<file path="config.mk">
export PLATFORM = sky130hd
export DESIGN_NAME = ecc_error_log
export DESIGN_NICKNAME = d
export VERILOG_FILES = /design/src/rtl/ecc_pkg.sv /design/src/rtl/ecc_error_log.sv
export VERILOG_INCLUDE_DIRS = /design/src /design/src/rtl
export SDC_FILE = /design/constraint.sdc
export NUM_CORES = 1
export LEC_CHECK = 0
export ABC_CLOCK_PERIOD_IN_PS = 2350
export BUFFER_PORTS_ARGS = -buffer_cell sky130_fd_sc_hd__buf_2
export CORE_ASPECT_RATIO = 0.6
export CORE_UTILIZATION = 37
export CTS_CLUSTER_SIZE = 10
export DETAILED_ROUTE_END_ITERATION = 8
export PLACE_DENSITY = 0.79
export REMOVE_ABC_BUFFERS = 1
export SETUP_SLACK_MARGIN = 0.05
export SYNTH_ARGS = -nofsm -noshare
export SYNTH_HDL_FRONTEND = slang
export SYNTH_SLANG_ARGS = --single-unit
</file>
<file path="constraint.sdc">
create_clock -name clk_i -period 2.35 [get_ports clk_i]
set_input_delay 0.235 -clock clk_i [delete_from_list [all_inputs] [get_ports clk_i]]
set_output_delay 0.235 -clock clk_i [all_outputs]
set_load 0.005 [all_outputs]
</file>
<file path="src/rtl/ecc_defs.svh">
// ECC memory controller width and depth definitions
// Shared by the package and every RTL block of the controller

`ifndef ECC_DEFS_SVH
`define ECC_DEFS_SVH

// ====================
// Word layout
// ====================

// Data word carried by each request
`define ECC_DATA_W  64
// Seven Hamming bits plus the overall parity bit
`define ECC_CHECK_W 8
// Stored codeword, data plus check bits
`define ECC_CODE_W  72

// ====================
// Array and log sizes
// ====================

// Word address into the array
`define ECC_ADDR_W  8
// Words held in the array
`define ECC_DEPTH   256
// Saturating error counter
`define ECC_CNT_W   16

`endif

</file>
<file path="src/rtl/ecc_pkg.sv">
// ECC memory controller package
// Opcode and status enums, pipeline structs and the Hamming(72,64)
// encode and syndrome functions

`include "ecc_defs.svh"

package ecc_pkg;

    // ====================
    // Enums
    // ====================

    // Command opcode from the encoder to the store
    typedef enum logic [1:0] {
        OP_IDLE  = 2'd0,
        OP_WRITE = 2'd1,
        OP_READ  = 2'd2
    } mem_op_e;

    // Outcome of a read check
    typedef enum logic [1:0] {
        ST_OK            = 2'd0,
        ST_CORRECTED     = 2'd1,
        ST_UNCORRECTABLE = 2'd2
    } ecc_status_e;

    // ====================
    // Pipeline structs
    // ====================

    // Encoder to store, 82 bits
    typedef struct packed {
        mem_op_e                 op;
        logic [`ECC_ADDR_W-1:0]  addr;
        logic [`ECC_CODE_W-1:0]  codeword;
    } mem_cmd_t;

    // Store to checker, 81 bits
    typedef struct packed {
        logic                    valid;
        logic [`ECC_ADDR_W-1:0]  addr;
        logic [`ECC_CODE_W-1:0]  codeword;
    } mem_rd_t;

    // Checker to log and top, 75 bits
    typedef struct packed {
        logic                    valid;
        logic [`ECC_ADDR_W-1:0]  addr;
        logic [`ECC_DATA_W-1:0]  data;
        ecc_status_e             status;
    } ecc_rsp_t;

    // ====================
    // Code functions
    // ====================

    // Position parity, bit p is the XOR of every position with index bit p set
    // Zero on a clean codeword, the error position on a single flip
    function automatic logic [`ECC_CHECK_W-2:0] ecc_pos_parity(
        input logic [`ECC_CODE_W-1:0] cw
    );
        logic [`ECC_CHECK_W-2:0] par;
        par = '0;
        for (int p = 0; p < `ECC_CHECK_W - 1; p++) begin
            for (int i = 1; i < `ECC_CODE_W; i++) begin
                if (((i >> p) & 1) == 1) begin
                    par[p] = par[p] ^ cw[i];
                end
            end
        end
        return par;
    endfunction

    // Data into non-power-of-two slots, data bit 0 at position 3
    // Check bits at 1, 2, 4 .. 64, overall parity at bit 0
    function automatic logic [`ECC_CODE_W-1:0] ecc_encode(
        input logic [`ECC_DATA_W-1:0] data
    );
        logic [`ECC_CODE_W-1:0]  cw;
        logic [`ECC_CHECK_W-2:0] chk;
        int                      k;
        cw = '0;
        k  = 0;
        for (int i = 1; i < `ECC_CODE_W; i++) begin
            // Power-of-two slots stay zero for now
            if ((i & (i - 1)) != 0) begin
                cw[i] = data[k];
                k++;
            end
        end
        // Check slots are still zero, so position parity gives the check values
        chk = ecc_pos_parity(cw);
        for (int p = 0; p < `ECC_CHECK_W - 1; p++) begin
            cw[1 << p] = chk[p];
        end
        // Even parity over the whole word
        cw[0] = ^cw[`ECC_CODE_W-1:1];
        return cw;
    endfunction

    // Returns {syndrome[6:0], parity_odd}
    function automatic logic [`ECC_CHECK_W-1:0] ecc_syndrome(
        input logic [`ECC_CODE_W-1:0] cw
    );
        return {ecc_pos_parity(cw), ^cw};
    endfunction

endpackage

</file>
<file path="src/rtl/ecc_error_log.sv">
// ECC error log
// Counts non-OK read responses with saturation and keeps the address
// of the most recent one

`include "ecc_defs.svh"

module ecc_error_log (
    input  logic                    clk_i,
    input  logic                    rst_n_i,
    input  ecc_pkg::ecc_rsp_t       rsp_i,
    output logic                    err_o,
    output logic [`ECC_CNT_W-1:0]   err_count_o,
    output logic [`ECC_ADDR_W-1:0]  err_addr_o
);

    logic  rsp_err;

    // Corrected and uncorrectable both count
    assign rsp_err = rsp_i.valid && (rsp_i.status != ecc_pkg::ST_OK);

    // ====================
    // Log registers
    // ====================

    always_ff @(posedge clk_i or negedge rst_n_i) begin
        if (!rst_n_i) begin
            err_o       <= 1'b0;
            err_count_o <= '0;
            err_addr_o  <= '0;
        end else begin
            // One-cycle pulse per erroneous response
            err_o <= rsp_err;
            if (rsp_err) begin
                err_addr_o <= rsp_i.addr;
                // Stick at all ones
                if (err_count_o != {`ECC_CNT_W{1'b1}}) begin
                    err_count_o <= err_count_o + 1'b1;
                end
            end
        end
    end

endmodule

</file>
[Word level (Yosys, flattened, before mapping)]
Cells that the tools add are included.
Word-level totals
  bits in registers: 25
  latch bits: 0
  bits in writable memories: 0
  memory bits (read-only): 0
  bits of input ports: 77
  word-level logic and storage cells: 8
  memories: 0
Operators by class
  add/subtract/negate cells: 1
  multiply operators: 0
  div/mod/pow operators: 0
  magnitude comparators: 0
  equal/unequal tests: 1
  shifts and indexed selects: 0
  mux-type cells: 0
  bitwise operators: 0
  reduce and logical (&&, ||, !) cells: 3
Operators by type and width (count)
  $add A16 B1 Y16 const B: 1
  $ne A16 B16 Y1 const B: 1
  $reduce_and A2 Y1: 1
  $reduce_bool A2 Y1: 1
  $logic_and A1 B1 Y1: 1

[Logic depth before layout (Yosys ltp)]
  depth after elaboration: 3
  mapped depth: 5
  depth with buffers taken out: 5

[Worst setup path after synthesis]
Ideal clock, no wire load.
  kind: reg-to-reg
  start: register err_count_o[0]
  end: register err_count_o[1]
  arrival: 1.525 ns
  data required time: 2.225 ns
  path slack: 0.700 ns
  cell stages (with the launch flop): 6
  buffers on the path: 0
  clock period less this slack: 1.650 ns
  cells stage by stage: dfrtp_1 > ha_1 > nand3_1 > nor4_4 > nor2_2 > mux2_4
Between the ends
  longest elaborated chain between the ends: 2
RTL lines
  start: declaration: line ecc_error_log.sv:12  | output logic [`ECC_CNT_W-1:0] err_count_o,
  start signal: assignment: line ecc_error_log.sv:37  | err_count_o <= err_count_o + 1'b1;
  parallel branches: the longest is 2 deep, another holds $add A16 B1 Y16
Several ways; the timed one is not identified.
A chain may end at the register's enable or synchronous reset.

[Final worst setup path]
Ends and elaborated chain as after synthesis.

==> flow_summary.ini <==
[run_status]
status = finished clean

[setup_path]
path_max_fanout = 8
startpoint = err_count_o[0]
critical-path-top-delay-family = simple AND/OR/NAND/NOR gates
slowest_stage = nor4_4
crit_cells = 5
r2r_end = err_count_o[1]
slowest_delay_ns = 0.52
cp.required_ns = 2.51
crit_chain = ha_1 -> nand3_1 -> nor4_4 -> nor2_2 -> mux2_4
crit_type = register to register
cp.arrival_ns = 2.05
rrSetupSlack_ns = 0.46
path_buf_inv = 0
crit_path_end = err_count_o[1]
rr_startpoint = err_count_o[0]
critical_path.endpoint_type = register
startpoint_type = register
reg2reg_depth = 5

[logic_synthesis]
syn_inst = 106
syn_area_um2 = 1140
synth.avg_cell_area_um2 = 10.8
ys.warnings.count = 0
ys_ff_latch = 25
yosysSeqAreaShare_pct = 54.8
yosysUniqueCellTypes = 27

[finish]
num_antenna_cells = 0
layout-drive-gt1-share_pct = 33.3
layout_common_cells = buf_2, nand2_1, dfrtp_1
seq_area_um2 = 626
utilization_pct = 49.3
fin_nets = 226
layout_commonest_cell = buf_2
n_fill_cell = 277
synthToLayoutAreaGrowth_pct = 25.8
multi_input_area_um2 = 497

[cts]
cts_tree = yes
cts_htree_levels = 1
cts_resized = 0
clk_latency_ns = 0.27
postCtsSetupBuffers = 0
cts_sinks = 25
cts.clk_slew.worst_paths_ns = 0.08
cts_root_buffer = clkbuf_8
numCtsBuffers = 3
ctsHoldBuffers = 1
clk_path_buf_depth = 2

[grt]
grt_max_degree = 26
antenna_found_initial = 0
grt_first_pass_wirelength_um = 3910
grt_pass1_vias = 812
overflow = 0
track_usage_pct = 16.0

[placement]
gp_congestion = 0.872
hpwl_um = 1820
place.port_buffers = 37

[power]
peakVddDrop_mv = 0.415
p_int_uw = 769
switching_share_pct = 32.6
power_density_nw_per_um2 = 796
seq_power_share_pct = 55.5
p_leak_uw = 0.000738
power.switching_uw = 372
pwr-share-comb_pct = 22.7
finalPower_uw = 1140
clkPwrFrac_pct = 21.8

[floorplan]
std_cell_rows = 15
die_h_um = 45.0
dieArea_um2 = 3320
core_um2 = 2910
die_width_um = 73.7
io_pins = 102
initial_core_util_pct = 39.2

[route]
avgRoutedWirePerCell_um = 13.0
ant_nets = 0
via_count = 956
via_per_inst = 5.06
first_pass_iters = 4
drc_errors = 0
drt_iter0_markers = 66
wl_um = 2460

[sta]
fmax_ghz = 0.528
final.setup.tns_ns = 0
slew_violations = 0
relSlewSlack_pct = 64.0
hold_violations = 0
timing.final.crit_share_pct = 80.6
period_needed_ns = 1.89
grt_setup_unrepaired = no
worst_slew_pin_slew_ns = 0.536
setup-violations-final = 0
final.setup_skew_ns = 0.00104

[worst_hold_path]
hp-class = input port to register

[flow_run]
max-cap-violations = 0
[cell type report]
type,instances,share of cell area (%)
clock buffers,3,2.88
well taps,42,3.66
flip-flops and latches,25,43.6
repair buffers,39,14.1
inverters,3,0.785
clock inverters,1,0.349
multi-input cells,76,34.6
[Yosys cell counts]
| cell type | n | area (µm²) |
|---|---|---|
| xnor2_1 | 4 | 35.0 |
| clkbuf_1 | 2 | 7.51 |
| ha_1 | 1 | 12.5 |
| nor3_1 | 3 | 15.0 |
| nor4_1 | 4 | 25.0 |
| nand4_1 | 5 | 31.3 |
| mux2_4 | 1 | 15.0 |
| nand4_4 | 1 | 21.3 |
| o311a_2 | 1 | 11.3 |
| inv_1 | 3 | 11.3 |
| o2111ai_1 | 1 | 8.76 |
| o21a_1 | 1 | 7.51 |
| nand2_1 | 26 | 97.6 |
| and4_1 | 1 | 8.76 |
| nor2_1 | 2 | 7.51 |
| o21ai_2 | 1 | 8.76 |
| and2_1 | 1 | 6.26 |
| a21oi_1 | 1 | 5.00 |
| and3_1 | 2 | 12.5 |
| nor4_4 | 1 | 21.3 |
| a31oi_1 | 1 | 6.26 |
| xor2_1 | 9 | 78.8 |
| nor4b_1 | 2 | 17.5 |
| nor2_2 | 1 | 6.26 |
| dfrtp_1 | 25 | 626 |
| nand4_2 | 1 | 12.5 |
| nand3_1 | 5 | 25.0 |
[through the flow]
stage | std cells | worst slack [ns] | instance area [µm²] | hold slack (ns)
finish | 189 | 0.456 | 1440 | 0.153
global route | 189 | 0.370 | 1440 | 0.156
CTS | 189 | 0.457 | 1440 | 0.145
detailed placement | 184 | 0.470 | 1380 | 0.254
global placement | 184 | 0.535 | 1380 | 0.243
floorplan | 104 | 0.693 | 1130 | -0.0606
[state kept, by name (all words and copies together) (netlist names)]
signal	cells
err_addr_o	8
err_o	1
err_count_o	16
[routing by layer]
metal / global-route usage (%) / vias up / routed length, µm
met4: 6.15 / 0 / 27
li1: - / 454 / -
met5: 0 / - / 0
met3: 4.24 / 4 / 206
met1: 23.8 / 465 / 1190
met2: 22.2 / 33 / 1030
[worst min path at each step]
stage	from	to	slack, ns	cells after the start
2_1_floorplan	rst_n_i	err_addr_o[0]	-0.06	0
3_3_place_gp	rst_n_i	err_count_o[9]	0.24	1
3_5_place_dp	rst_n_i	err_count_o[12]	0.25	1
4_1_cts	rsp_i[68]	err_addr_o[2]	0.15	3
5_1_grt	rsp_i[72]	err_addr_o[6]	0.16	3
6_report	rsp_i[72]	err_addr_o[6]	0.15	3
[power by group through the flow]
stage	combinational (µW)	clock (µW)	sequential [µW]
2_1_floorplan	132	0	625
3_3_place_gp	255	0	634
3_5_place_dp	261	0	640
4_1_cts	263	260	631
5_1_grt	294	271	649
6_report	259	249	634
[logic make-up after synthesis]
logic type / synth area share (%)
AND/OR/NAND/NOR: 27.0
XOR/XNOR: 9.98
flip-flops: 54.8
multiplexers: 1.32
buffers and inverters: 1.64
AO/OA/AOI/OAI: 4.17
adder cells (fa/ha/maj): 1.10
[worst register-to-register path, delay by kind of cell (launching register included)]
family / cells / cell delay [ns]
muxes: 1 / 0.32
and+or+nand+nor: 3 / 0.82
DFF: 1 / 0.42
adders and majority gates: 1 / 0.23
Note: power is estimated with default switching activity, not from simulation.
