==> config.mk <==
export PLATFORM = sky130hd
export DESIGN_NAME = ecc_write_encoder
export DESIGN_NICKNAME = d
export VERILOG_FILES = /design/src/rtl/ecc_pkg.sv /design/src/rtl/ecc_write_encoder.sv
export VERILOG_INCLUDE_DIRS = /design/src /design/src/rtl
export SDC_FILE = /design/constraint.sdc
export NUM_CORES = 1
export LEC_CHECK = 0
export BUFFER_PORTS_ARGS = -buffer_cell sky130_fd_sc_hd__clkbuf_2
export CORE_AREA = 2 2 130 132
export CTS_CLUSTER_SIZE = 10
export DETAILED_ROUTE_END_ITERATION = 16
export DIE_AREA = 0 0 132 134
export MAX_ROUTING_LAYER = met4
export PLACE_DENSITY = 0.58
export RECOVER_POWER = 100
export SETUP_SLACK_MARGIN = 0.1
export SLEW_MARGIN = 20
export SYNTH_ARGS = -nofsm -noshare
export SYNTH_HDL_FRONTEND = slang
export SYNTH_SLANG_ARGS = --single-unit
==> constraint.sdc <==
create_clock -name clk_i -period 0.8 [get_ports clk_i]
set_clock_uncertainty 0.05 [all_clocks]
set_input_delay 0.08 -clock clk_i [delete_from_list [all_inputs] [get_ports clk_i]]
set_output_delay 0.08 -clock clk_i [all_outputs]
set_load 0.02 [all_outputs]
==> src/rtl/ecc_defs.svh <==
// ECC memory controller width and depth definitions
// Shared by the package and every RTL block of the controller

`ifndef ECC_DEFS_SVH
`define ECC_DEFS_SVH

// ====================
// Word layout
// ====================

// Data word carried by each request
`define ECC_DATA_W  64
// Seven Hamming bits plus the overall parity bit
`define ECC_CHECK_W 8
// Stored codeword, data plus check bits
`define ECC_CODE_W  72

// ====================
// Array and log sizes
// ====================

// Word address into the array
`define ECC_ADDR_W  8
// Words held in the array
`define ECC_DEPTH   256
// Saturating error counter
`define ECC_CNT_W   16

`endif

==> src/rtl/ecc_pkg.sv <==
// ECC memory controller package
// Opcode and status enums, pipeline structs and the Hamming(72,64)
// encode and syndrome functions

`include "ecc_defs.svh"

package ecc_pkg;

    // ====================
    // Enums
    // ====================

    // Command opcode from the encoder to the store
    typedef enum logic [1:0] {
        OP_IDLE  = 2'd0,
        OP_WRITE = 2'd1,
        OP_READ  = 2'd2
    } mem_op_e;

    // Outcome of a read check
    typedef enum logic [1:0] {
        ST_OK            = 2'd0,
        ST_CORRECTED     = 2'd1,
        ST_UNCORRECTABLE = 2'd2
    } ecc_status_e;

    // ====================
    // Pipeline structs
    // ====================

    // Encoder to store, 82 bits
    typedef struct packed {
        mem_op_e                 op;
        logic [`ECC_ADDR_W-1:0]  addr;
        logic [`ECC_CODE_W-1:0]  codeword;
    } mem_cmd_t;

    // Store to checker, 81 bits
    typedef struct packed {
        logic                    valid;
        logic [`ECC_ADDR_W-1:0]  addr;
        logic [`ECC_CODE_W-1:0]  codeword;
    } mem_rd_t;

    // Checker to log and top, 75 bits
    typedef struct packed {
        logic                    valid;
        logic [`ECC_ADDR_W-1:0]  addr;
        logic [`ECC_DATA_W-1:0]  data;
        ecc_status_e             status;
    } ecc_rsp_t;

    // ====================
    // Code functions
    // ====================

    // Position parity, bit p is the XOR of every position with index bit p set
    // Zero on a clean codeword, the error position on a single flip
    function automatic logic [`ECC_CHECK_W-2:0] ecc_pos_parity(
        input logic [`ECC_CODE_W-1:0] cw
    );
        logic [`ECC_CHECK_W-2:0] par;
        par = '0;
        for (int p = 0; p < `ECC_CHECK_W - 1; p++) begin
            for (int i = 1; i < `ECC_CODE_W; i++) begin
                if (((i >> p) & 1) == 1) begin
                    par[p] = par[p] ^ cw[i];
                end
            end
        end
        return par;
    endfunction

    // Data into non-power-of-two slots, data bit 0 at position 3
    // Check bits at 1, 2, 4 .. 64, overall parity at bit 0
    function automatic logic [`ECC_CODE_W-1:0] ecc_encode(
        input logic [`ECC_DATA_W-1:0] data
    );
        logic [`ECC_CODE_W-1:0]  cw;
        logic [`ECC_CHECK_W-2:0] chk;
        int                      k;
        cw = '0;
        k  = 0;
        for (int i = 1; i < `ECC_CODE_W; i++) begin
            // Power-of-two slots stay zero for now
            if ((i & (i - 1)) != 0) begin
                cw[i] = data[k];
                k++;
            end
        end
        // Check slots are still zero, so position parity gives the check values
        chk = ecc_pos_parity(cw);
        for (int p = 0; p < `ECC_CHECK_W - 1; p++) begin
            cw[1 << p] = chk[p];
        end
        // Even parity over the whole word
        cw[0] = ^cw[`ECC_CODE_W-1:1];
        return cw;
    endfunction

    // Returns {syndrome[6:0], parity_odd}
    function automatic logic [`ECC_CHECK_W-1:0] ecc_syndrome(
        input logic [`ECC_CODE_W-1:0] cw
    );
        return {ecc_pos_parity(cw), ^cw};
    endfunction

endpackage

==> src/rtl/ecc_write_encoder.sv <==
// ECC write encoder
// Registers each request as a store command, encoding write data into a
// SECDED codeword and applying the fault-injection mask

`include "ecc_defs.svh"

module ecc_write_encoder (
    input  logic                    clk_i,
    input  logic                    rst_n_i,
    input  logic                    req_valid_i,
    input  logic                    req_write_i,
    input  logic [`ECC_ADDR_W-1:0]  req_addr_i,
    input  logic [`ECC_DATA_W-1:0]  req_wdata_i,
    input  logic [`ECC_CODE_W-1:0]  inj_mask_i,
    output ecc_pkg::mem_cmd_t       cmd_o
);

    ecc_pkg::mem_op_e          op_q;
    logic [`ECC_ADDR_W-1:0]    addr_q;
    logic [`ECC_CODE_W-1:0]    code_q;

    // ====================
    // Opcode register
    // ====================

    // One command per strobe, idle otherwise
    always_ff @(posedge clk_i or negedge rst_n_i) begin
        if (!rst_n_i) begin
            op_q <= ecc_pkg::OP_IDLE;
        end else if (req_valid_i) begin
            op_q <= req_write_i ? ecc_pkg::OP_WRITE : ecc_pkg::OP_READ;
        end else begin
            op_q <= ecc_pkg::OP_IDLE;
        end
    end

    // ====================
    // Payload register
    // ====================

    // Mask flips stored bits on purpose, zero mask gives a clean word
    // Reads carry no codeword
    always_ff @(posedge clk_i) begin
        if (req_valid_i) begin
            addr_q <= req_addr_i;
            if (req_write_i) begin
                code_q <= ecc_pkg::ecc_encode(req_wdata_i) ^ inj_mask_i;
            end else begin
                code_q <= '0;
            end
        end
    end

    assign cmd_o = '{op: op_q, addr: addr_q, codeword: code_q};

    // Every sampled strobe turns into a command on the next cycle
    a_strobe_to_cmd: assert property (
        @(posedge clk_i) disable iff (!rst_n_i)
        req_valid_i |=> (cmd_o.op != ecc_pkg::OP_IDLE)
    );

endmodule

### Word-level counts from Yosys, hierarchy flattened

Index checks and enable logic that the tools add are counted.

* $add $sub $neg: 62
* magnitude comparators: 63
* muxes and demuxes: 855
* bitwise logic cells: 205
* reductions and logical operators: 1

Operators with widths (number)
* 2-to-1 mux 32 bit: 126
* less-than comparator 32 x 8 -> 1 bit, second input constant: 63
* adder 32 x 2 -> 32 bit, second input constant: 62
* 2-to-1 mux 1 bit: 664
* binary-select mux 1 bit (select 6 bit): 63
* XOR 1 bit: 204
* XOR 72 bit: 1
* XOR reduction 71 bit: 1
* 2-to-1 mux 2 bit: 2

* register bits after elaboration: 82
* bits of input ports: 148
* output and inout port bits: 82
* word-level logic and storage cells: 1189

### Depth between registers and ports, before layout

* depth after elaboration: 198
* mapped depth: 7
* mapped depth without buffers: 7

### Worst setup path after synthesis

Ideal clock, no wire load.

* path kind: in2reg
* start point: input req_wdata_i[47]
* end point: register code_q[0], data pin
* library setup time: 255 ps
* data arrival time: 1805 ps
* data required time: 495 ps
* path slack: -1309 ps
* cell stages on the path: 7
* buffers on the path: 0
* cell sequence: xor2_1 > xnor2_1 > xnor3_1 > xnor3_2 > xnor2_2 > xnor3_1 > and2_1

* cells in the longest elaborated chain, start to end: 112
* elaborated cells between the ends (all ways): 926
* classes of those cells: mux (721); bitwise (204); reduce/logical (1)

Ends and longest elaborated chain
* start, declared: line ecc_write_encoder.sv:13 `` input logic [`ECC_DATA_W-1:0] req_wdata_i, ``
* binary-select mux 1 bit (select 6 bit): line ecc_pkg.sv:87 `cw[i] = data[k];`
* 2-to-1 mux 1 bit (not written as such) (2 in a row): line ecc_pkg.sv:87
* 2-to-1 mux 1 bit: line ecc_write_encoder.sv:46 `if (req_write_i) begin`
* 2-to-1 mux 1 bit: line ecc_write_encoder.sv:44 `if (req_valid_i) begin`
* XOR 1 bit: line ecc_pkg.sv:67 `par[p] = par[p] ^ cw[i];`
* 2-to-1 mux 1 bit: line ecc_write_encoder.sv:46
* 2-to-1 mux 1 bit: line ecc_write_encoder.sv:44
* XOR 1 bit: line ecc_pkg.sv:67
* [95 not listed]
* XOR 1 bit: line ecc_pkg.sv:67
* 2-to-1 mux 1 bit: line ecc_write_encoder.sv:46
* 2-to-1 mux 1 bit: line ecc_write_encoder.sv:44
* XOR 1 bit: line ecc_pkg.sv:67
* 2-to-1 mux 1 bit: line ecc_write_encoder.sv:46
* 2-to-1 mux 1 bit: line ecc_write_encoder.sv:44
* XOR reduction 71 bit *: line ecc_pkg.sv:97 `` cw[0] = ^cw[`ECC_CODE_W-1:1]; ``
* XOR 72 bit *: line ecc_write_encoder.sv:47 `code_q <= ecc_pkg::ecc_encode(req_wdata_i) ^ inj_mask_i;`
* end signal, assigned: line ecc_write_encoder.sv:47
* end, declared: line ecc_write_encoder.sv:20 `` logic [`ECC_CODE_W-1:0] code_q; ``

Mark *: on every way between the ends. The rest lies on a longest branch, timed or not. The select of a mux whose other input is x is not followed.
A chain may end at the register's enable or synchronous reset.

### Worst setup path after layout

* start point: input req_wdata_i[26]
* end point: register code_q[0], data pin

The elaborated chain is that of the path after synthesis.

==> results.txt <==
Final Setup Violations -> 140
pwr/cell area -> 2230 mW/mm^2
fin cells -> 909
Slew Limit Fails -> 0
cell family with most CP delay -> XOR/XNOR gates
hold slack -> -0.00834 ns
GR Util All Layers -> 16.6%
dpl cells -> 875
leading cell types in the layout, fill and taps excluded -> clkbuf_2, edfxtp_1, xor2_1
leakage dissipation -> 0.00377 uW
dpl ws -> -1.48 ns
clk sinks -> 82
commonest non-fill, non-tap cell in the layout -> clkbuf_2
DRT iter0 DRCs -> 128
kind of critical path -> input pin to flop
final hold vios -> 2
Hold-fix buffers, CTS -> 9
Pre-antenna DRT Iters -> 4
Distinct cells, synth -> 10
switching share of power -> 30.5%
CP max-delay cell -> xnor3_2
vias in the first global route -> 4086
DP Area -> 0.00705 mm^2
crit end category -> flop
residual DRC count -> 0
Synth Area in Simple Gates -> 9.66%
clock power share -> 20.5%
Largest stage delay, worst path -> 0.44 ns
P&R area growth vs syn -> 77.4%
sequential-to-total area share from yosys stat -> 51.2%
I/O Pins -> 230
Int Power -> 13200 uW
Peak Freq -> 533 MHz
global-route wire length before repair -> 21500 um
YS warnings -> 0
Cells after Synth -> 361
RSZ-0062 raised after global routing -> yes
xor and xnor area share after synthesis -> 38.5%
fin util -> 52.2%
Yosys reg bits -> 82
failing checks -> negative hold slack, negative setup slack
# fillers -> 1450
antenna violations before repair -> 0
FP Rows -> 47
outcome -> complete, but fails checks
ANT nets after route -> 0
vias -> 3732
Antenna Cells -> 0
Buffers on Ports -> 229
drt via density -> 4.11
full die area -> 0.0177 mm^2
adder-cell share of the synthesized area -> 0%
CP Launch Type -> input pin
post-DP HPWL -> 11000 um
die span in x -> 132 um
CP Cell Sequence -> clkbuf_16 > xnor2_4 > xnor2_2 > xnor2_1 > buf_4 > xnor2_2 > xnor3_2 > xnor3_1 > and2_4
CTS Buf Count -> 9
Tmin final -> 1.88 ns
NumNets Final -> 832
Buf+Inv Stages, Crit Path -> 2
grt ovf -> 0
switching pwr -> 5780 uW
design area -> 0.00850 mm^2
Starting Density -> 29.4%
WP data required -> 0.85 ns
worst vdd ir -> 1340 uV
Max Cap Viol -> 0
syn avg cell area -> 13.3 um^2
Most common cell on crit path -> xnor2_2
Hold/Removal Path Class -> input pin to asynchronous set/reset pin
share of power burned in combinational logic -> 49.5%
Final WS setup -> -1.08 ns
clk root buf -> clkbuf_16
worst-margin pin slew -> 0.561 ns
GPL Wtd Cong -> 0.793
Power Total -> 19000 uW
Die Ht -> 134 um
Slew headroom -> 62.6%
Critical Path AT -> 1.92 ns
Reg power frac -> 30.0%
Mapped Area -> 0.00479 mm^2
CTS max path bufs -> 2
core area -> 0.0163 mm^2
clock-pin slew on the worst setup and hold paths -> 0.07 ns
largest net degree at the start of global routing -> 41
H-Tree Level Count -> 3
mux cell area share after synthesis -> 0%
total wire length -> 14000 um
Max FO, Critical Path -> 2
Avg WL per Cell -> 15.4 um
syn_nets -> 509
main combinational cell family by area after synthesis -> XOR/XNOR gates
area fraction in compound gates after synthesis -> 0%
layout cells sized above 1 -> 58.1%
CTS tree -> yes
Final period util -> 234%
[logic make-up after synthesis]
group	Yosys count
xor+xnor	197
buf+inv	8
flops	82
simple gates	74
[worst paths after layout]
check / startpoint / to / slack, ns / cells past startpoint
max in group asynchronous: rst_n_i / op_q[1]$_DFF_PN0_ / 0.59 / 2
min in group clk_i: inj_mask_i[8] / code_q[8]$_SDFFCE_PN0P_ / 0.09 / 3
worst max-delay path: req_wdata_i[26] / code_q[0]$_SDFFCE_PN0P_ / -1.08 / 9
worst min-delay path: rst_n_i / op_q[0]$_DFF_PN0_ / -0.008 / 2
[metrics by stage]
step           TNS, ns  hold slack [ns]
5_1_grt         -31.94       -0.0000591
3_3_place_gp    -17.85           -0.186
6_report        -23.93         -0.00834
2_1_floorplan    -5.53           -0.266
3_5_place_dp    -19.01           -0.184
4_1_cts         -23.66         -0.00726
[Yosys cell counts]
cell        n  area share, %
xnor2_1   104             19
xor2_1     83             15
edfxtp_1   80             50
and2_1     72            9.4
clkbuf_1    8           0.63
xnor3_1     5            2.3
xnor2_2     3            1.0
dfrtp_1     2            1.0
nor2b_1     2           0.26
xnor3_2     2           0.99
[power by group through the flow]
stage	Combinational, uW	Sequential (uW)	Clock, uW
5_1_grt	9980	5720	4190
6_report	9390	5680	3890
3_5_place_dp	7670	5700	0
2_1_floorplan	4250	6400	0
3_3_place_gp	7610	5670	0
4_1_cts	8690	5610	4030
[state kept, by name, summed over array words and instances, names as in the netlist]
register,cells
op_q,2
addr_q,8
code_q,72
[area by class of cell]
cell class | instances | area [um^2] | area share [%]
flip-flops and latches | 82 | 2450 | 28.9
clock inverters | 7 | 46.3 | 0.545
multi-input cells | 271 | 3130 | 36.8
repair buffers | 320 | 2370 | 27.9
well taps | 220 | 275 | 3.24
clock buffers | 9 | 225 | 2.65
[metal layers]
layer | vias to the layer above | share of wire, % | global-route usage (%)
li1 | 1820 | - | -
met1 | 1749 | 41 | 19.6
met2 | 149 | 51 | 28.0
met3 | 14 | 6.7 | 4.20
met4 | 0 | 1.3 | 5.01
met5 | - | 0 | -
[what timing repair did]
item                                   CTS  global route
pin swaps                               34            29
buffers inserted                         9             4
resized for setup                       95           232
setup endpoints to repair               90            91
endpoints found under the hold margin   10             2
Note: power is estimated with default switching activity, not from simulation.
